===== src/mmio_cmd_pkg.sv =====
package mmio_cmd_pkg;

  // Command packets open with "TART"
  // Words arrive little-endian, the first wire byte lands in bits [7:0]
  localparam logic [31:0] MMIO_MAGIC = "TART";

  // Address increment between consecutive store words
  localparam logic [31:0] APB_STEP = 32'd4;

  // Op field, low two bits of the last command byte
  typedef enum logic [1:0] {
    // Burst write of buffered Bulk-Out data
    OP_STORE  = 2'b00,
    // One 16-bit APB access, dir picks read or write
    OP_SINGLE = 2'b01,
    // Bulk read, no return path here so it gets an error
    OP_LOAD   = 2'b10
  } mmio_op_e;

  // Bytes 8 and 9 of a command
  typedef union packed {
    // Store byte count, a multiple of 4
    logic [15:0] len;
    // Write data of a single access
    logic [15:0] value;
  } mmio_lenval_u;

  // Decoded command, endpoint to APB master
  typedef struct packed {
    logic [3:0]   tag;
    // High for a read
    logic         dir;
    mmio_op_e     op;
    // Goes out in the top nibble of paddr
    logic [3:0]   lun;
    logic [27:0]  adr;
    mmio_lenval_u lenval;
  } mmio_cmd_t;

  // Response for the host
  typedef struct packed {
    logic [3:0]  tag;
    // PSLVERR seen on any transfer, or an unsupported op
    logic        err;
    // Low half of PRDATA on a single read, zero otherwise
    logic [15:0] rdata;
  } mmio_resp_t;

endpackage


===== src/usb_stream_pkg.sv =====
package usb_stream_pkg;

  // One byte slot of a Bulk-Out stream
  typedef struct packed {
    // Final byte of a USB frame
    logic       last;
    // Low only on a zero-data packet, which carries no byte
    logic       keep;
    logic [7:0] data;
  } usb_beat_t;

  // Bulk max packet size in bytes
  // A shorter frame ends a store data phase
  localparam int USB_MAX_PACKET = 64;

  // Per-frame byte counter, must hold 0 up to USB_MAX_PACKET
  localparam int USB_FRAME_CW = $clog2(USB_MAX_PACKET) + 1;

  // Store data buffer, in bytes
  localparam int FIFO_DEPTH = 256;
  localparam int FIFO_AW = $clog2(FIFO_DEPTH);

endpackage

===== src/mmio_apb_master.sv =====
`timescale 1ns/1ps

module mmio_apb_master (
  input  logic                      clock,
  input  logic                      rst_n_i,
  input  logic                      cmd_valid_i,
  output logic                      cmd_ready_o,
  input  mmio_cmd_pkg::mmio_cmd_t   cmd_i,
  input  logic                      rd_valid_i,
  output logic                      rd_ready_o,
  input  usb_stream_pkg::usb_beat_t rd_beat_i,
  output logic                      done_o,
  output logic [31:0]               paddr_o,
  output logic                      psel_o,
  output logic                      penable_o,
  output logic                      pwrite_o,
  output logic [31:0]               pwdata_o,
  input  logic [31:0]               prdata_i,
  input  logic                      pready_i,
  input  logic                      pslverr_i,
  output logic                      resp_valid_o,
  output mmio_cmd_pkg::mmio_resp_t  resp_o
);

  import mmio_cmd_pkg::*;

  typedef enum logic [2:0] {
    ST_IDLE,
    ST_FILL,
    ST_SETUP,
    ST_ACCESS,
    ST_RESP
  } apb_e;

  apb_e        state_q;
  mmio_cmd_t   cmd_q;
  logic [31:0] addr_q;
  logic [31:0] wdata_q;
  logic [15:0] remain_q;
  logic [1:0]  bcnt_q;
  logic        write_q;
  logic        err_q;
  logic [15:0] rdata_q;

  logic        cmd_w;
  logic        rd_w;
  logic        more_w;

  assign cmd_ready_o = state_q == ST_IDLE;
  assign cmd_w       = cmd_valid_i && cmd_ready_o;
  // Buffer is read only while packing, never during a wait state
  assign rd_ready_o  = state_q == ST_FILL;
  assign rd_w        = rd_valid_i && rd_ready_o;
  // Store bytes left after the word in flight
  assign more_w      = cmd_q.op == OP_STORE && remain_q != '0;

  assign psel_o    = state_q inside {ST_SETUP, ST_ACCESS};
  assign penable_o = state_q == ST_ACCESS;
  assign paddr_o   = addr_q;
  assign pwrite_o  = write_q;
  assign pwdata_o  = wdata_q;

  // Response and done share the single RESP cycle
  assign resp_valid_o = state_q == ST_RESP;
  assign done_o       = state_q == ST_RESP;
  assign resp_o       = '{tag: cmd_q.tag, err: err_q, rdata: rdata_q};

  always_ff @(posedge clock or negedge rst_n_i) begin
    if (!rst_n_i) begin
      state_q <= ST_IDLE;
    end else begin
      case (state_q)
        ST_IDLE: begin
          if (cmd_w) begin
            if (cmd_i.op == OP_SINGLE) begin
              state_q <= ST_SETUP;
            end else if (cmd_i.op == OP_STORE && cmd_i.lenval.len != '0) begin
              state_q <= ST_FILL;
            end else begin
              state_q <= ST_RESP;
            end
          end
        end
        // Fourth byte completes a word
        ST_FILL: begin
          if (rd_w && bcnt_q == 2'd3) begin
            state_q <= ST_SETUP;
          end
        end
        ST_SETUP: begin
          state_q <= ST_ACCESS;
        end
        ST_ACCESS: begin
          if (pready_i) begin
            state_q <= more_w ? ST_FILL : ST_RESP;
          end
        end
        default: begin
          state_q <= ST_IDLE;
        end
      endcase
    end
  end

  always_ff @(posedge clock) begin
    if (cmd_w) begin
      cmd_q    <= cmd_i;
      // LUN goes out on the top address nibble
      addr_q   <= {cmd_i.lun, cmd_i.adr};
      // Single write data, zero-extended
      wdata_q  <= {16'h0000, cmd_i.lenval.value};
      write_q  <= cmd_i.op == OP_STORE || !cmd_i.dir;
      remain_q <= cmd_i.lenval.len;
      bcnt_q   <= '0;
      // Loads and unknown ops fail at once
      err_q    <= !(cmd_i.op inside {OP_STORE, OP_SINGLE});
      rdata_q  <= '0;
    end
    // Least significant byte first
    if (rd_w) begin
      wdata_q <= {rd_beat_i.data, wdata_q[31:8]};
      bcnt_q  <= bcnt_q + 2'd1;
      if (bcnt_q == 2'd3) begin
        remain_q <= (remain_q > 16'd4) ? remain_q - 16'd4 : '0;
      end
    end
    if (state_q == ST_ACCESS && pready_i) begin
      err_q <= err_q | pslverr_i;
      if (!write_q) begin
        rdata_q <= prdata_i[15:0];
      end
      if (more_w) begin
        addr_q <= addr_q + APB_STEP;
      end
    end
  end

  a_setup_first: assert property (@(posedge clock) disable iff (!rst_n_i)
    $rose(penable_o) |-> $past(psel_o && !penable_o));

  // Address and data hold through wait states
  a_wait_hold: assert property (@(posedge clock) disable iff (!rst_n_i)
    penable_o && !pready_i |=> penable_o && $stable(paddr_o) && $stable(pwdata_o));

endmodule


===== src/mmio_bridge_top.sv =====
`timescale 1ns/1ps

module mmio_bridge_top (
  input  logic                      clock,
  input  logic                      rst_n_i,
  input  logic                      set_conf_i,
  input  logic                      clr_conf_i,
  input  logic                      selected_i,
  input  logic                      rx_error_i,
  input  logic                      ack_sent_i,
  input  logic                      usb_valid_i,
  input  usb_stream_pkg::usb_beat_t usb_beat_i,
  output logic                      usb_ready_o,
  output logic                      stalled_o,
  output logic                      resp_valid_o,
  output mmio_cmd_pkg::mmio_resp_t  resp_o,
  output logic [31:0]               paddr_o,
  output logic                      psel_o,
  output logic                      penable_o,
  output logic                      pwrite_o,
  output logic [31:0]               pwdata_o,
  input  logic [31:0]               prdata_i,
  input  logic                      pready_i,
  input  logic                      pslverr_i
);

  import usb_stream_pkg::*;
  import mmio_cmd_pkg::*;

  // Endpoint to master
  logic      cmd_valid;
  logic      cmd_ready;
  mmio_cmd_t cmd;
  logic      done;

  // Endpoint to buffer
  logic      wr_valid;
  logic      wr_ready;
  usb_beat_t wr_beat;
  logic      commit;
  logic      drop;

  // Buffer to master, committed bytes only
  logic      rd_valid;
  logic      rd_ready;
  usb_beat_t rd_beat;

  mmio_ep_out ep_out_i (
    .clock       (clock),
    .rst_n_i     (rst_n_i),
    .set_conf_i  (set_conf_i),
    .clr_conf_i  (clr_conf_i),
    .selected_i  (selected_i),
    .rx_error_i  (rx_error_i),
    .ack_sent_i  (ack_sent_i),
    .usb_valid_i (usb_valid_i),
    .usb_beat_i  (usb_beat_i),
    .usb_ready_o (usb_ready_o),
    .stalled_o   (stalled_o),
    .cmd_valid_o (cmd_valid),
    .cmd_ready_i (cmd_ready),
    .cmd_o       (cmd),
    .wr_valid_o  (wr_valid),
    .wr_ready_i  (wr_ready),
    .wr_beat_o   (wr_beat),
    .commit_o    (commit),
    .drop_o      (drop),
    .done_i      (done)
  );

  packet_fifo fifo_i (
    .clock      (clock),
    .rst_n_i    (rst_n_i),
    .wr_valid_i (wr_valid),
    .wr_ready_o (wr_ready),
    .wr_beat_i  (wr_beat),
    .commit_i   (commit),
    .drop_i     (drop),
    .rd_valid_o (rd_valid),
    .rd_ready_i (rd_ready),
    .rd_beat_o  (rd_beat)
  );

  mmio_apb_master apb_i (
    .clock        (clock),
    .rst_n_i      (rst_n_i),
    .cmd_valid_i  (cmd_valid),
    .cmd_ready_o  (cmd_ready),
    .cmd_i        (cmd),
    .rd_valid_i   (rd_valid),
    .rd_ready_o   (rd_ready),
    .rd_beat_i    (rd_beat),
    .done_o       (done),
    .paddr_o      (paddr_o),
    .psel_o       (psel_o),
    .penable_o    (penable_o),
    .pwrite_o     (pwrite_o),
    .pwdata_o     (pwdata_o),
    .prdata_i     (prdata_i),
    .pready_i     (pready_i),
    .pslverr_i    (pslverr_i),
    .resp_valid_o (resp_valid_o),
    .resp_o       (resp_o)
  );

endmodule


===== src/mmio_ep_out.sv =====
`timescale 1ns/1ps

module mmio_ep_out (
  input  logic                      clock,
  input  logic                      rst_n_i,
  input  logic                      set_conf_i,
  input  logic                      clr_conf_i,
  input  logic                      selected_i,
  input  logic                      rx_error_i,
  input  logic                      ack_sent_i,
  input  logic                      usb_valid_i,
  input  usb_stream_pkg::usb_beat_t usb_beat_i,
  output logic                      usb_ready_o,
  output logic                      stalled_o,
  output logic                      cmd_valid_o,
  input  logic                      cmd_ready_i,
  output mmio_cmd_pkg::mmio_cmd_t   cmd_o,
  output logic                      wr_valid_o,
  input  logic                      wr_ready_i,
  output usb_stream_pkg::usb_beat_t wr_beat_o,
  output logic                      commit_o,
  output logic                      drop_o,
  input  logic                      done_i
);

  import usb_stream_pkg::*;
  import mmio_cmd_pkg::*;

  // Parser states, one per field of the 11-byte packet
  typedef enum logic [2:0] {
    ST_IDLE,
    ST_ADDR,
    ST_WORD,
    ST_OP,
    ST_BUSY,
    ST_HALT
  } parse_e;

  parse_e                  state_q;
  logic                    en_q;
  logic [1:0]              sel_q;
  logic [31:0]             word_q;
  mmio_cmd_t               cmd_q;
  logic                    cmd_valid_q;
  logic                    data_q;
  logic                    end_q;
  logic [USB_FRAME_CW-1:0] fcnt_q;

  logic                    clear_w;
  logic                    parsing_w;
  logic                    parse_w;
  logic                    data_w;
  logic                    early_w;
  logic                    dispatch_w;
  logic                    short_w;
  logic [31:0]             word_w;
  logic [USB_FRAME_CW-1:0] fcnt_w;

  // Either configuration pulse resets the endpoint
  assign clear_w   = set_conf_i || clr_conf_i;
  assign parsing_w = state_q inside {ST_IDLE, ST_ADDR, ST_WORD, ST_OP};
  assign stalled_o = state_q == ST_HALT;

  // Data phase follows buffer space, parsing takes a byte every cycle
  assign usb_ready_o = en_q && selected_i && !stalled_o && (data_q ? wr_ready_i : parsing_w);
  assign parse_w     = usb_valid_i && usb_ready_o && !data_q;
  assign data_w      = usb_valid_i && usb_ready_o && data_q;

  // Little-endian word assembly, next byte shifts in from the top
  assign word_w  = {usb_beat_i.data, word_q[31:8]};
  // Packet ends before the op byte
  assign early_w = usb_beat_i.last || !usb_beat_i.keep;
  assign dispatch_w = parse_w && state_q == ST_OP && usb_beat_i.last && usb_beat_i.keep;

  // Store data goes straight to the buffer
  assign wr_valid_o = usb_valid_i && data_q && en_q && selected_i;
  assign wr_beat_o  = usb_beat_i;
  assign commit_o   = ack_sent_i && data_q;
  assign drop_o     = rx_error_i && data_q;

  assign cmd_valid_o = cmd_valid_q;
  assign cmd_o       = cmd_q;

  // Bytes seen so far in this frame, a ZDP adds none
  assign fcnt_w  = fcnt_q + USB_FRAME_CW'(usb_beat_i.keep);
  assign short_w = !usb_beat_i.keep || fcnt_w < USB_FRAME_CW'(USB_MAX_PACKET);

  // Parser FSM
  always_ff @(posedge clock or negedge rst_n_i) begin
    if (!rst_n_i) begin
      state_q <= ST_IDLE;
      sel_q   <= '0;
    end else if (clear_w) begin
      state_q <= ST_IDLE;
      sel_q   <= '0;
    end else if (state_q == ST_BUSY) begin
      // Held until the master has answered
      if (done_i) begin
        state_q <= ST_IDLE;
        sel_q   <= '0;
      end
    end else if (parse_w) begin
      sel_q <= sel_q + 2'd1;
      case (state_q)
        ST_IDLE: begin
          if (early_w) begin
            state_q <= ST_HALT;
          end else if (sel_q == 2'd3) begin
            state_q <= (word_w == MMIO_MAGIC) ? ST_ADDR : ST_HALT;
          end
        end
        ST_ADDR: begin
          if (early_w) begin
            state_q <= ST_HALT;
          end else if (sel_q == 2'd3) begin
            state_q <= ST_WORD;
          end
        end
        ST_WORD: begin
          if (early_w) begin
            state_q <= ST_HALT;
          end else if (sel_q == 2'd1) begin
            state_q <= ST_OP;
          end
        end
        // Byte 10 must carry last, anything else is a bad length
        ST_OP: begin
          state_q <= dispatch_w ? ST_BUSY : ST_HALT;
        end
        default: begin
          state_q <= state_q;
        end
      endcase
    end
  end

  // Field capture
  // Op byte is tag [7:4], dir [3], op [1:0]
  always_ff @(posedge clock) begin
    if (parse_w) begin
      word_q <= word_w;
      if (state_q == ST_ADDR && sel_q == 2'd3) begin
        cmd_q.lun <= word_w[31:28];
        cmd_q.adr <= word_w[27:0];
      end
      if (state_q == ST_WORD && sel_q == 2'd1) begin
        cmd_q.lenval <= word_w[31:16];
      end
      if (state_q == ST_OP) begin
        cmd_q.tag <= usb_beat_i.data[7:4];
        cmd_q.dir <= usb_beat_i.data[3];
        cmd_q.op  <= mmio_op_e'(usb_beat_i.data[1:0]);
      end
    end
  end

  // Enable, command handshake and store data phase
  always_ff @(posedge clock or negedge rst_n_i) begin
    if (!rst_n_i) begin
      en_q        <= 1'b0;
      cmd_valid_q <= 1'b0;
      data_q      <= 1'b0;
      end_q       <= 1'b0;
      fcnt_q      <= '0;
    end else if (clear_w) begin
      en_q        <= set_conf_i && !clr_conf_i;
      cmd_valid_q <= 1'b0;
      data_q      <= 1'b0;
      end_q       <= 1'b0;
      fcnt_q      <= '0;
    end else begin
      if (cmd_valid_q && cmd_ready_i) begin
        cmd_valid_q <= 1'b0;
      end else if (dispatch_w) begin
        cmd_valid_q <= 1'b1;
      end
      if (dispatch_w && usb_beat_i.data[1:0] == OP_STORE) begin
        data_q <= 1'b1;
      end
      if (data_w) begin
        if (usb_beat_i.last) begin
          fcnt_q <= '0;
          end_q  <= short_w;
        end else begin
          fcnt_q <= fcnt_w;
        end
      end
      // Phase ends only once the short frame is ACKed
      // A bad frame is resent, so its count starts over
      if (commit_o && end_q) begin
        data_q <= 1'b0;
        end_q  <= 1'b0;
      end else if (drop_o) begin
        end_q  <= 1'b0;
        fcnt_q <= '0;
      end
    end
  end

  a_cmd_stable: assert property (@(posedge clock) disable iff (!rst_n_i)
    cmd_valid_o && !cmd_ready_i && !clear_w |=> cmd_valid_o && $stable(cmd_o));

  // No beat reaches the buffer and no command leaves while halted
  a_stall_quiet: assert property (@(posedge clock) disable iff (!rst_n_i)
    stalled_o |-> !wr_valid_o && !cmd_valid_o);

endmodule


===== src/packet_fifo.sv =====
`timescale 1ns/1ps

module packet_fifo (
  input  logic                      clock,
  input  logic                      rst_n_i,
  input  logic                      wr_valid_i,
  output logic                      wr_ready_o,
  input  usb_stream_pkg::usb_beat_t wr_beat_i,
  input  logic                      commit_i,
  input  logic                      drop_i,
  output logic                      rd_valid_o,
  input  logic                      rd_ready_i,
  output usb_stream_pkg::usb_beat_t rd_beat_o
);

  import usb_stream_pkg::*;

  usb_beat_t        mem_q [FIFO_DEPTH];

  // One extra bit tells full from empty
  logic [FIFO_AW:0] wr_ptr_q;
  logic [FIFO_AW:0] cm_ptr_q;
  logic [FIFO_AW:0] rd_ptr_q;

  logic [FIFO_AW:0] used_w;
  logic [FIFO_AW:0] avail_w;
  logic             wr_w;
  logic             rd_w;

  // Space counts speculative bytes too
  assign used_w     = wr_ptr_q - rd_ptr_q;
  // Reader only sees committed bytes
  assign avail_w    = cm_ptr_q - rd_ptr_q;
  assign wr_ready_o = used_w < (FIFO_AW + 1)'(FIFO_DEPTH);
  assign rd_valid_o = avail_w != '0;

  // A ZDP is accepted but stores nothing
  assign wr_w = wr_valid_i && wr_ready_o && wr_beat_i.keep && !drop_i;
  assign rd_w = rd_valid_o && rd_ready_i;

  always_ff @(posedge clock) begin
    if (wr_w) begin
      mem_q[wr_ptr_q[FIFO_AW-1:0]] <= wr_beat_i;
    end
  end

  assign rd_beat_o = mem_q[rd_ptr_q[FIFO_AW-1:0]];

  always_ff @(posedge clock or negedge rst_n_i) begin
    if (!rst_n_i) begin
      wr_ptr_q <= '0;
      cm_ptr_q <= '0;
      rd_ptr_q <= '0;
    end else begin
      // Bad frame, rewind to the last commit point
      if (drop_i) begin
        wr_ptr_q <= cm_ptr_q;
      end else if (wr_w) begin
        wr_ptr_q <= wr_ptr_q + 1'b1;
      end
      // Frame ACKed, its bytes become readable next cycle
      if (commit_i && !drop_i) begin
        cm_ptr_q <= wr_ptr_q;
      end
      if (rd_w) begin
        rd_ptr_q <= rd_ptr_q + 1'b1;
      end
    end
  end

  // Held bytes never outnumber the buffer slots
  a_no_write_full: assert property (@(posedge clock) disable iff (!rst_n_i)
    used_w <= (FIFO_AW + 1)'(FIFO_DEPTH));

  // Reads stay behind the commit point and return real bytes
  a_no_read_empty: assert property (@(posedge clock) disable iff (!rst_n_i)
    rd_w |-> avail_w <= used_w && rd_beat_o.keep);

endmodule


===== config.mk =====
export PLATFORM = sky130hd
export DESIGN_NAME = mmio_bridge_top
export DESIGN_NICKNAME = d
export VERILOG_FILES = /design/src/mmio_cmd_pkg.sv /design/src/usb_stream_pkg.sv /design/src/mmio_apb_master.sv /design/src/mmio_bridge_top.sv /design/src/mmio_ep_out.sv /design/src/packet_fifo.sv
export SDC_FILE = /design/constraint.sdc
export NUM_CORES = 2
export LEC_CHECK = 0
export ABC_CLOCK_PERIOD_IN_PS = 5250
export BUFFER_PORTS_ARGS = -buffer_cell sky130_fd_sc_hd__buf_2
export CAP_MARGIN = 30
export CORE_ASPECT_RATIO = 1.2
export CORE_MARGIN = 5
export CORE_UTILIZATION = 35
export DETAILED_ROUTE_END_ITERATION = 6
export PLACE_DENSITY = 0.62
export SLEW_MARGIN = 10
export SYNTH_ARGS = -nofsm -noshare
export SYNTH_HDL_FRONTEND = slang
export SYNTH_SLANG_ARGS = --single-unit

===== constraint.sdc =====
create_clock -name clock -period 5.25 [get_ports clock]
set_input_delay 0.2625 -clock clock [delete_from_list [all_inputs] [get_ports clock]]
set_output_delay 0.2625 -clock clock [all_outputs]
set_load 0.05 [all_outputs]

# Word-level counts from Yosys, hierarchy flattened
# Memory sizes are Yosys's and may differ from the RTL's.
# Cells that the tools add are included.
# totals
regBits	239
mem_bits_rw	2560
input_bits	52
n_memories	1
# mem_list
memory	depth	word_bits	rd	rd_ports_with_merged_regs	write_ports	line	source
fifo_i.mem_q	256	10	1	0	1	packet_fifo.sv:18	usb_beat_t mem_q [FIFO_DEPTH];
# op_classes
addsub	9
n_lt_le_gt_ge	3
n_eq_ne	21
muxes	61
bitwise	1
n_reduce_logical	67
# op_table
op	count
2-to-1 mux 32 bit	5
2-to-1 mux 16 bit	7
2-to-1 mux 3 bit	17
2-to-1 mux 7 bit	5
adder 32 x 3 -> 32 bit, second input constant	1
== test 32 x 31 -> 1 bit, second input constant	1
nonzero test 16 bit	2
logical AND 1 bit	29
case mux 3 bit (4 select lines)	2
adder 9 x 1 -> 9 bit, second input constant	2
2-to-1 mux 9 bit	2
subtractor 9 bit	2
2-to-1 mux 1 bit	17
greater-than comparator 16 x 3 -> 1 bit, second input constant	1
subtractor 16 x 3 -> 16 bit, second input constant	1
!= test 5 x 3 -> 1 bit, second input constant	3
== test 3 x 2 -> 1 bit, second input constant	4
2-to-1 mux 2 bit	6
nonzero test 4 bit	3
AND reduction 2 bit	5
nonzero test 2 bit	5
== test 3 bit, second input constant	3
< comparator 9 bit, second input constant	1
nonzero test 3 bit	3
18 further kinds	35

# Logic depth before layout (Yosys ltp)
# depth
word_depth	14
depth_mapped	15
ltp_nobuf	9

# Hierarchy
# Synthesis repeated with hierarchy kept, for this count alone.
# unflattened
cells_unflattened	5185
area_unflattened_um2	108881.9
# by_module_without_submodules
mod	n_inst	cells_each	area_per_inst_um2
packet_fifo	1	4401	100151.1
mmio_apb_master	1	566	5158.7
mmio_ep_out	1	218	3572.2

# Worst setup path after synthesis
# Ideal clock, no wire load.
# synth_timing
kind	register to register
from	reg ep_out_i.data_q
to	reg ep_out_i.cmd_q (netlist bit ep_out_i.cmd_o[0]) (enable)
arrival_time_ps	5030
t_required_ps	4837
path_slack_ps	-193
path_stages_with_launch	5
n_path_buf	1
synth_period_minus_slack_ps	5443
cell_sequence	dfrtp_1 -> clkbuf_1 -> nor4b_1 -> nand2_1 -> nor3b_1
# synth_via
elab_chain_len	5
# synth_rtl
element	line	source
start: declaration	mmio_ep_out.sv:45	logic data_q;
start signal: assignment	mmio_ep_out.sv:162	data_q <= 1'b0;
start signal: assignment	mmio_ep_out.sv:168	data_q <= 1'b0;
start signal: assignment	mmio_ep_out.sv:178	data_q <= 1'b1;
2-to-1 mux 1 bit	mmio_ep_out.sv:65	assign usb_ready_o = en_q && selected_i && !stalled_o && (data_q ? wr_ready_i : parsing_w);
logical AND 1 bit	mmio_ep_out.sv:65	
logical AND 1 bit	mmio_ep_out.sv:66	assign parse_w = usb_valid_i && usb_ready_o && !data_q;
logical AND 1 bit *	mmio_ep_out.sv:66	
via ep_out_i.parse_w	mmio_ep_out.sv:51	logic parse_w;
AND reduction 2 bit (no line) *	n/a	
end: declaration	mmio_ep_out.sv:43	mmio_cmd_t cmd_q;
# The timed path passes the listed nets; every way through them passes the cells marked *.
# A chain may end at the register's enable or synchronous reset.

# Worst setup path after layout
# layout_timing
from	reg fifo_i.wr_ptr_q[5]
to	mem fifo_i.mem_q[79][6] (netlist name) (enable)
# layout_via
elab_chain_len	7
# layout_rtl
element	line	source
start: declaration	packet_fifo.sv:21	logic [FIFO_AW:0] wr_ptr_q;
start signal: assignment	packet_fifo.sv:57	wr_ptr_q <= cm_ptr_q;
start signal: assignment	packet_fifo.sv:59	wr_ptr_q <= wr_ptr_q + 1'b1;
subtractor 9 bit	packet_fifo.sv:31	assign used_w = wr_ptr_q - rd_ptr_q;
< comparator 9 bit	packet_fifo.sv:34	assign wr_ready_o = used_w < (FIFO_AW + 1)'(FIFO_DEPTH);
logical AND 1 bit (3 in series)	packet_fifo.sv:38	assign wr_w = wr_valid_i && wr_ready_o && wr_beat_i.keep && !drop_i;
2-to-1 mux 1 bit	packet_fifo.sv:42	if (wr_w) begin
2-to-1 mux 1 bit (not written as such)	packet_fifo.sv:43	mem_q[wr_ptr_q[FIFO_AW-1:0]] <= wr_beat_i;
end: declaration	packet_fifo.sv:18	
# Several ways; a longest one is shown, not always the timed one.

==> metrics <==
Filler cells=22700; cells on worst reg2reg path=9; top_reg_cell synth=edfxtp_1; Synth area leaders=edfxtp_1 (73%), mux4_2 (11%), mux2i_1 (2.0%), nor2_1 (1.5%), dfxtp_1 (1.3%); top cells by count, synth=edfxtp_1 (2173), mux4_2 (439), nor2_1 (363); Synth area leader=edfxtp_1; kind of critical path=flip-flop to flip-flop; CTS resizes=0; NumNets Final=5098; drt wl/cell=29.2 um; hold path start=usb_beat_i[1]; largest net degree at the start of global routing=206; Hold Path Cell Cnt=1; Simple-Gate Fraction of Synth Area=0.0453; EDFF count, synth=2173; Site Rows=203; Vias=48000; Final Cycle Share=0.872; CP Max Fanout=17; number of global-route vias before repair=48000; drt pass-1 iters=6; GR Util All Layers=0.185; TritonCTS clock tree=done; Worst-Skew Late Latency=880 ps; GR Overflow Total=0; initial DRC count=5609; RSZ-0062 raised after global routing=false; async set-or-reset flop fraction in the synthesized netlist=0.0202; Syn Area/Cell=18.9 um^2; initial antenna violation count=8; area grow syn2layout=13.7%; Slew headroom=0.148; hold crit path type=input pin to flip-flop; xor and xnor area share after synthesis=0.00205; Post-Synth Adder-Cell Area=0.00404; final hold violation count=0; die width=472 um; share of layout cells above drive strength 1=0.214; Buffers on Ports=126; critical path arrival=5040 ps; skew final=69.7 ps; register area share after synthesis=0.753; Syn Nets=4824; power density over the cells=360 mW/mm^2; Ports=143; top cell type's share of synthesized area=0.727; multi-input logic area=0.0206 mm^2; mux cell area share after synthesis=0.132; starting density of the core=0.352; Routed Antenna Nets=0; Flop pwr share=0.550; register area=0.0676 mm^2; Sw Share=0.217; Comb power frac=0.037; complex-gate fraction of the synthesized area=0.0446; die area=0.267 mm^2; Worst-Margin Slew=1280 ps; hold buffer count at CTS=34; Hold EP=fifo_i.mem_q[20][1]; H-tree depth=4; r2r endpoint=fifo_i.mem_q[79][6]; # DRC=0; fmax=218 MHz; vias per cell=5.59; largest family of logic cells by synthesized area=multiplexers; detailed placer's ending HPWL=157000 um; count leader, synth=edfxtp_1; CTS Root Cell=clkbuf_16; maximum vdd drop=0.335 mV; final core utilization=0.400; LEAKAGE=31.1 nW; core area=0.255 mm^2; startpoint type of the worst setup path=flip-flop; maxcap violations=0; clock-pin slew of the registers on the worst-case setup and hold paths=70 ps; Yosys warnings=0; Pins Over Slew Limit=0; synthesized flop and latch total=2279; status=complete, no violations; synthesized area=0.0898 mm^2; Worst Path Required=5720 ps; endpoints failing setup=0; clock buffer depth=3; Die H=565 um; gpl congestion=0.868; CTS Buf Count=209; post-CTS setup buffer count=0; crit path capture type=flip-flop; clock power share=0.413; Setup TNS Final=0 ps; Internal=28.8 mW; R2R setup slack=670 ps; first-pass GRT wire length=358000 um; sw power=7.95 mW; worst r2r src=fifo_i.wr_ptr_q[5]; cell count after synthesis=4743; clk sink count=2279; final wirelength=251000 um; fin crit period=4580 ps; Synth cell types=82
area by class of cell:
| cell class | instances | area share |
|---|---|---|
| Clock buffer | 261 | 0.0533 |
| Inverter | 22 | 0.000809 |
| Tap cell | 3382 | 0.0414 |
| Multi-Input combinational cell | 2162 | 0.202 |
| Clock inverter | 128 | 0.0131 |
| Sequential cell | 2279 | 0.662 |
| Timing Repair Buffer | 343 | 0.0267 |
| Antenna cell | 8 | 0.000196 |
through the flow:
step	hold slack [ps]	power [mW]	worst slack, ps	cells	cell area, um^2
6_report	17.7	36.7	673	8585	102000
5_1_grt	50.9	37.8	575	8578	102000
4_1_cts	8.55	37.0	688	8574	102000
3_5_place_dp	405	21.9	692	8151	94900
3_3_place_gp	406	21.9	804	8145	94800
2_1_floorplan	-33.1	21.4	827	4743	89800
cell families (layout without fill, tap and decap cells):
| logic type | Yosys count | in the layout |
|---|---|---|
| AOI/OAI and AO/OA | 578 | 578 |
| DFF | 2279 | 2279 |
| buffers and inverters | 302 | 754 |
| other | 0 | 8 |
| and+or+nand+nor | 897 | 897 |
| xor gates and xnor gates | 21 | 21 |
| muxes | 637 | 637 |
| adders and majority gates | 29 | 29 |
power groups by stage:
| stage | combinational (mW) | sequential, mW | clock [mW] |
|---|---|---|---|
| final | 1.35 | 20.2 | 15.2 |
| after global routing | 1.44 | 20.2 | 16.1 |
| after CTS | 1.37 | 20.2 | 15.4 |
| after detailed placement | 1.34 | 20.6 | 0 |
| after global placement | 1.31 | 20.6 | 0 |
| after floorplan | 0.384 | 21.0 | 0 |
worst max path at each step:
stage | start | end | slack, ps
after floorplan | fifo_i.rd_ptr_q[3] | apb_i.bcnt_q[0] | 830
after global placement | fifo_i.wr_ptr_q[5] | fifo_i.mem_q[79][6] | 800
after detailed placement | fifo_i.wr_ptr_q[5] | fifo_i.mem_q[120][5] | 690
after CTS | fifo_i.wr_ptr_q[5] | fifo_i.mem_q[125][6] | 690
after global routing | fifo_i.wr_ptr_q[5] | fifo_i.mem_q[246][3] | 580
final | fifo_i.wr_ptr_q[5] | fifo_i.mem_q[79][6] | 670
state kept, by name (all words and copies together) (netlist names), 7 cells and up:
register         count
fifo_i.mem_q      2048
ep_out_i.cmd_o      55
apb_i.paddr_o       32
apb_i.pwdata_o      32
ep_out_i.word_q     24
apb_i.rdata_q       16
apb_i.remain_q      16
fifo_i.cm_ptr_q      9
fifo_i.rd_ptr_q      9
fifo_i.wr_ptr_q      9
ep_out_i.fcnt_q      7
worst max-delay path: stages, from the launching register on:
cell and delay, ps:
dfrtp_1 770, ha_1 380, a21o_1 200, a21o_1 180, a21oi_1 270, o31ai_4 170
mux2i_1 150, buf_4 220, or4_1 950, nor2_1 820
cell usage in the layout (no fill, tap or decap), drive strengths merged, types with 22 or more instances in the layout:
cell type       n
mux4          439
a22oi         123
nor4           22
nor2          374
ha             29
inv            28
o21ai          86
a21oi         111
o22ai          33
mux2i         182
dfxtp          60
edfxtp       2173
nor3           39
dlygate4sd3    34
and2           22
buf           301
clkinv         98
dfrtp          46
nor2b          23
a221oi         25
clkbuf        269
nand3          57
nand2         240
nand4          23
a211oi         34
layer usage:
layer  up-vias  GRT usage  wire length (um)
met1     25100      0.240             95600
li1      19900          -                 -
met5         -          0                27
met3       516     0.0413             22400
met4         4     0.0815             11800
met2      2423      0.301            121000
(Power assumes the default switching activity.)
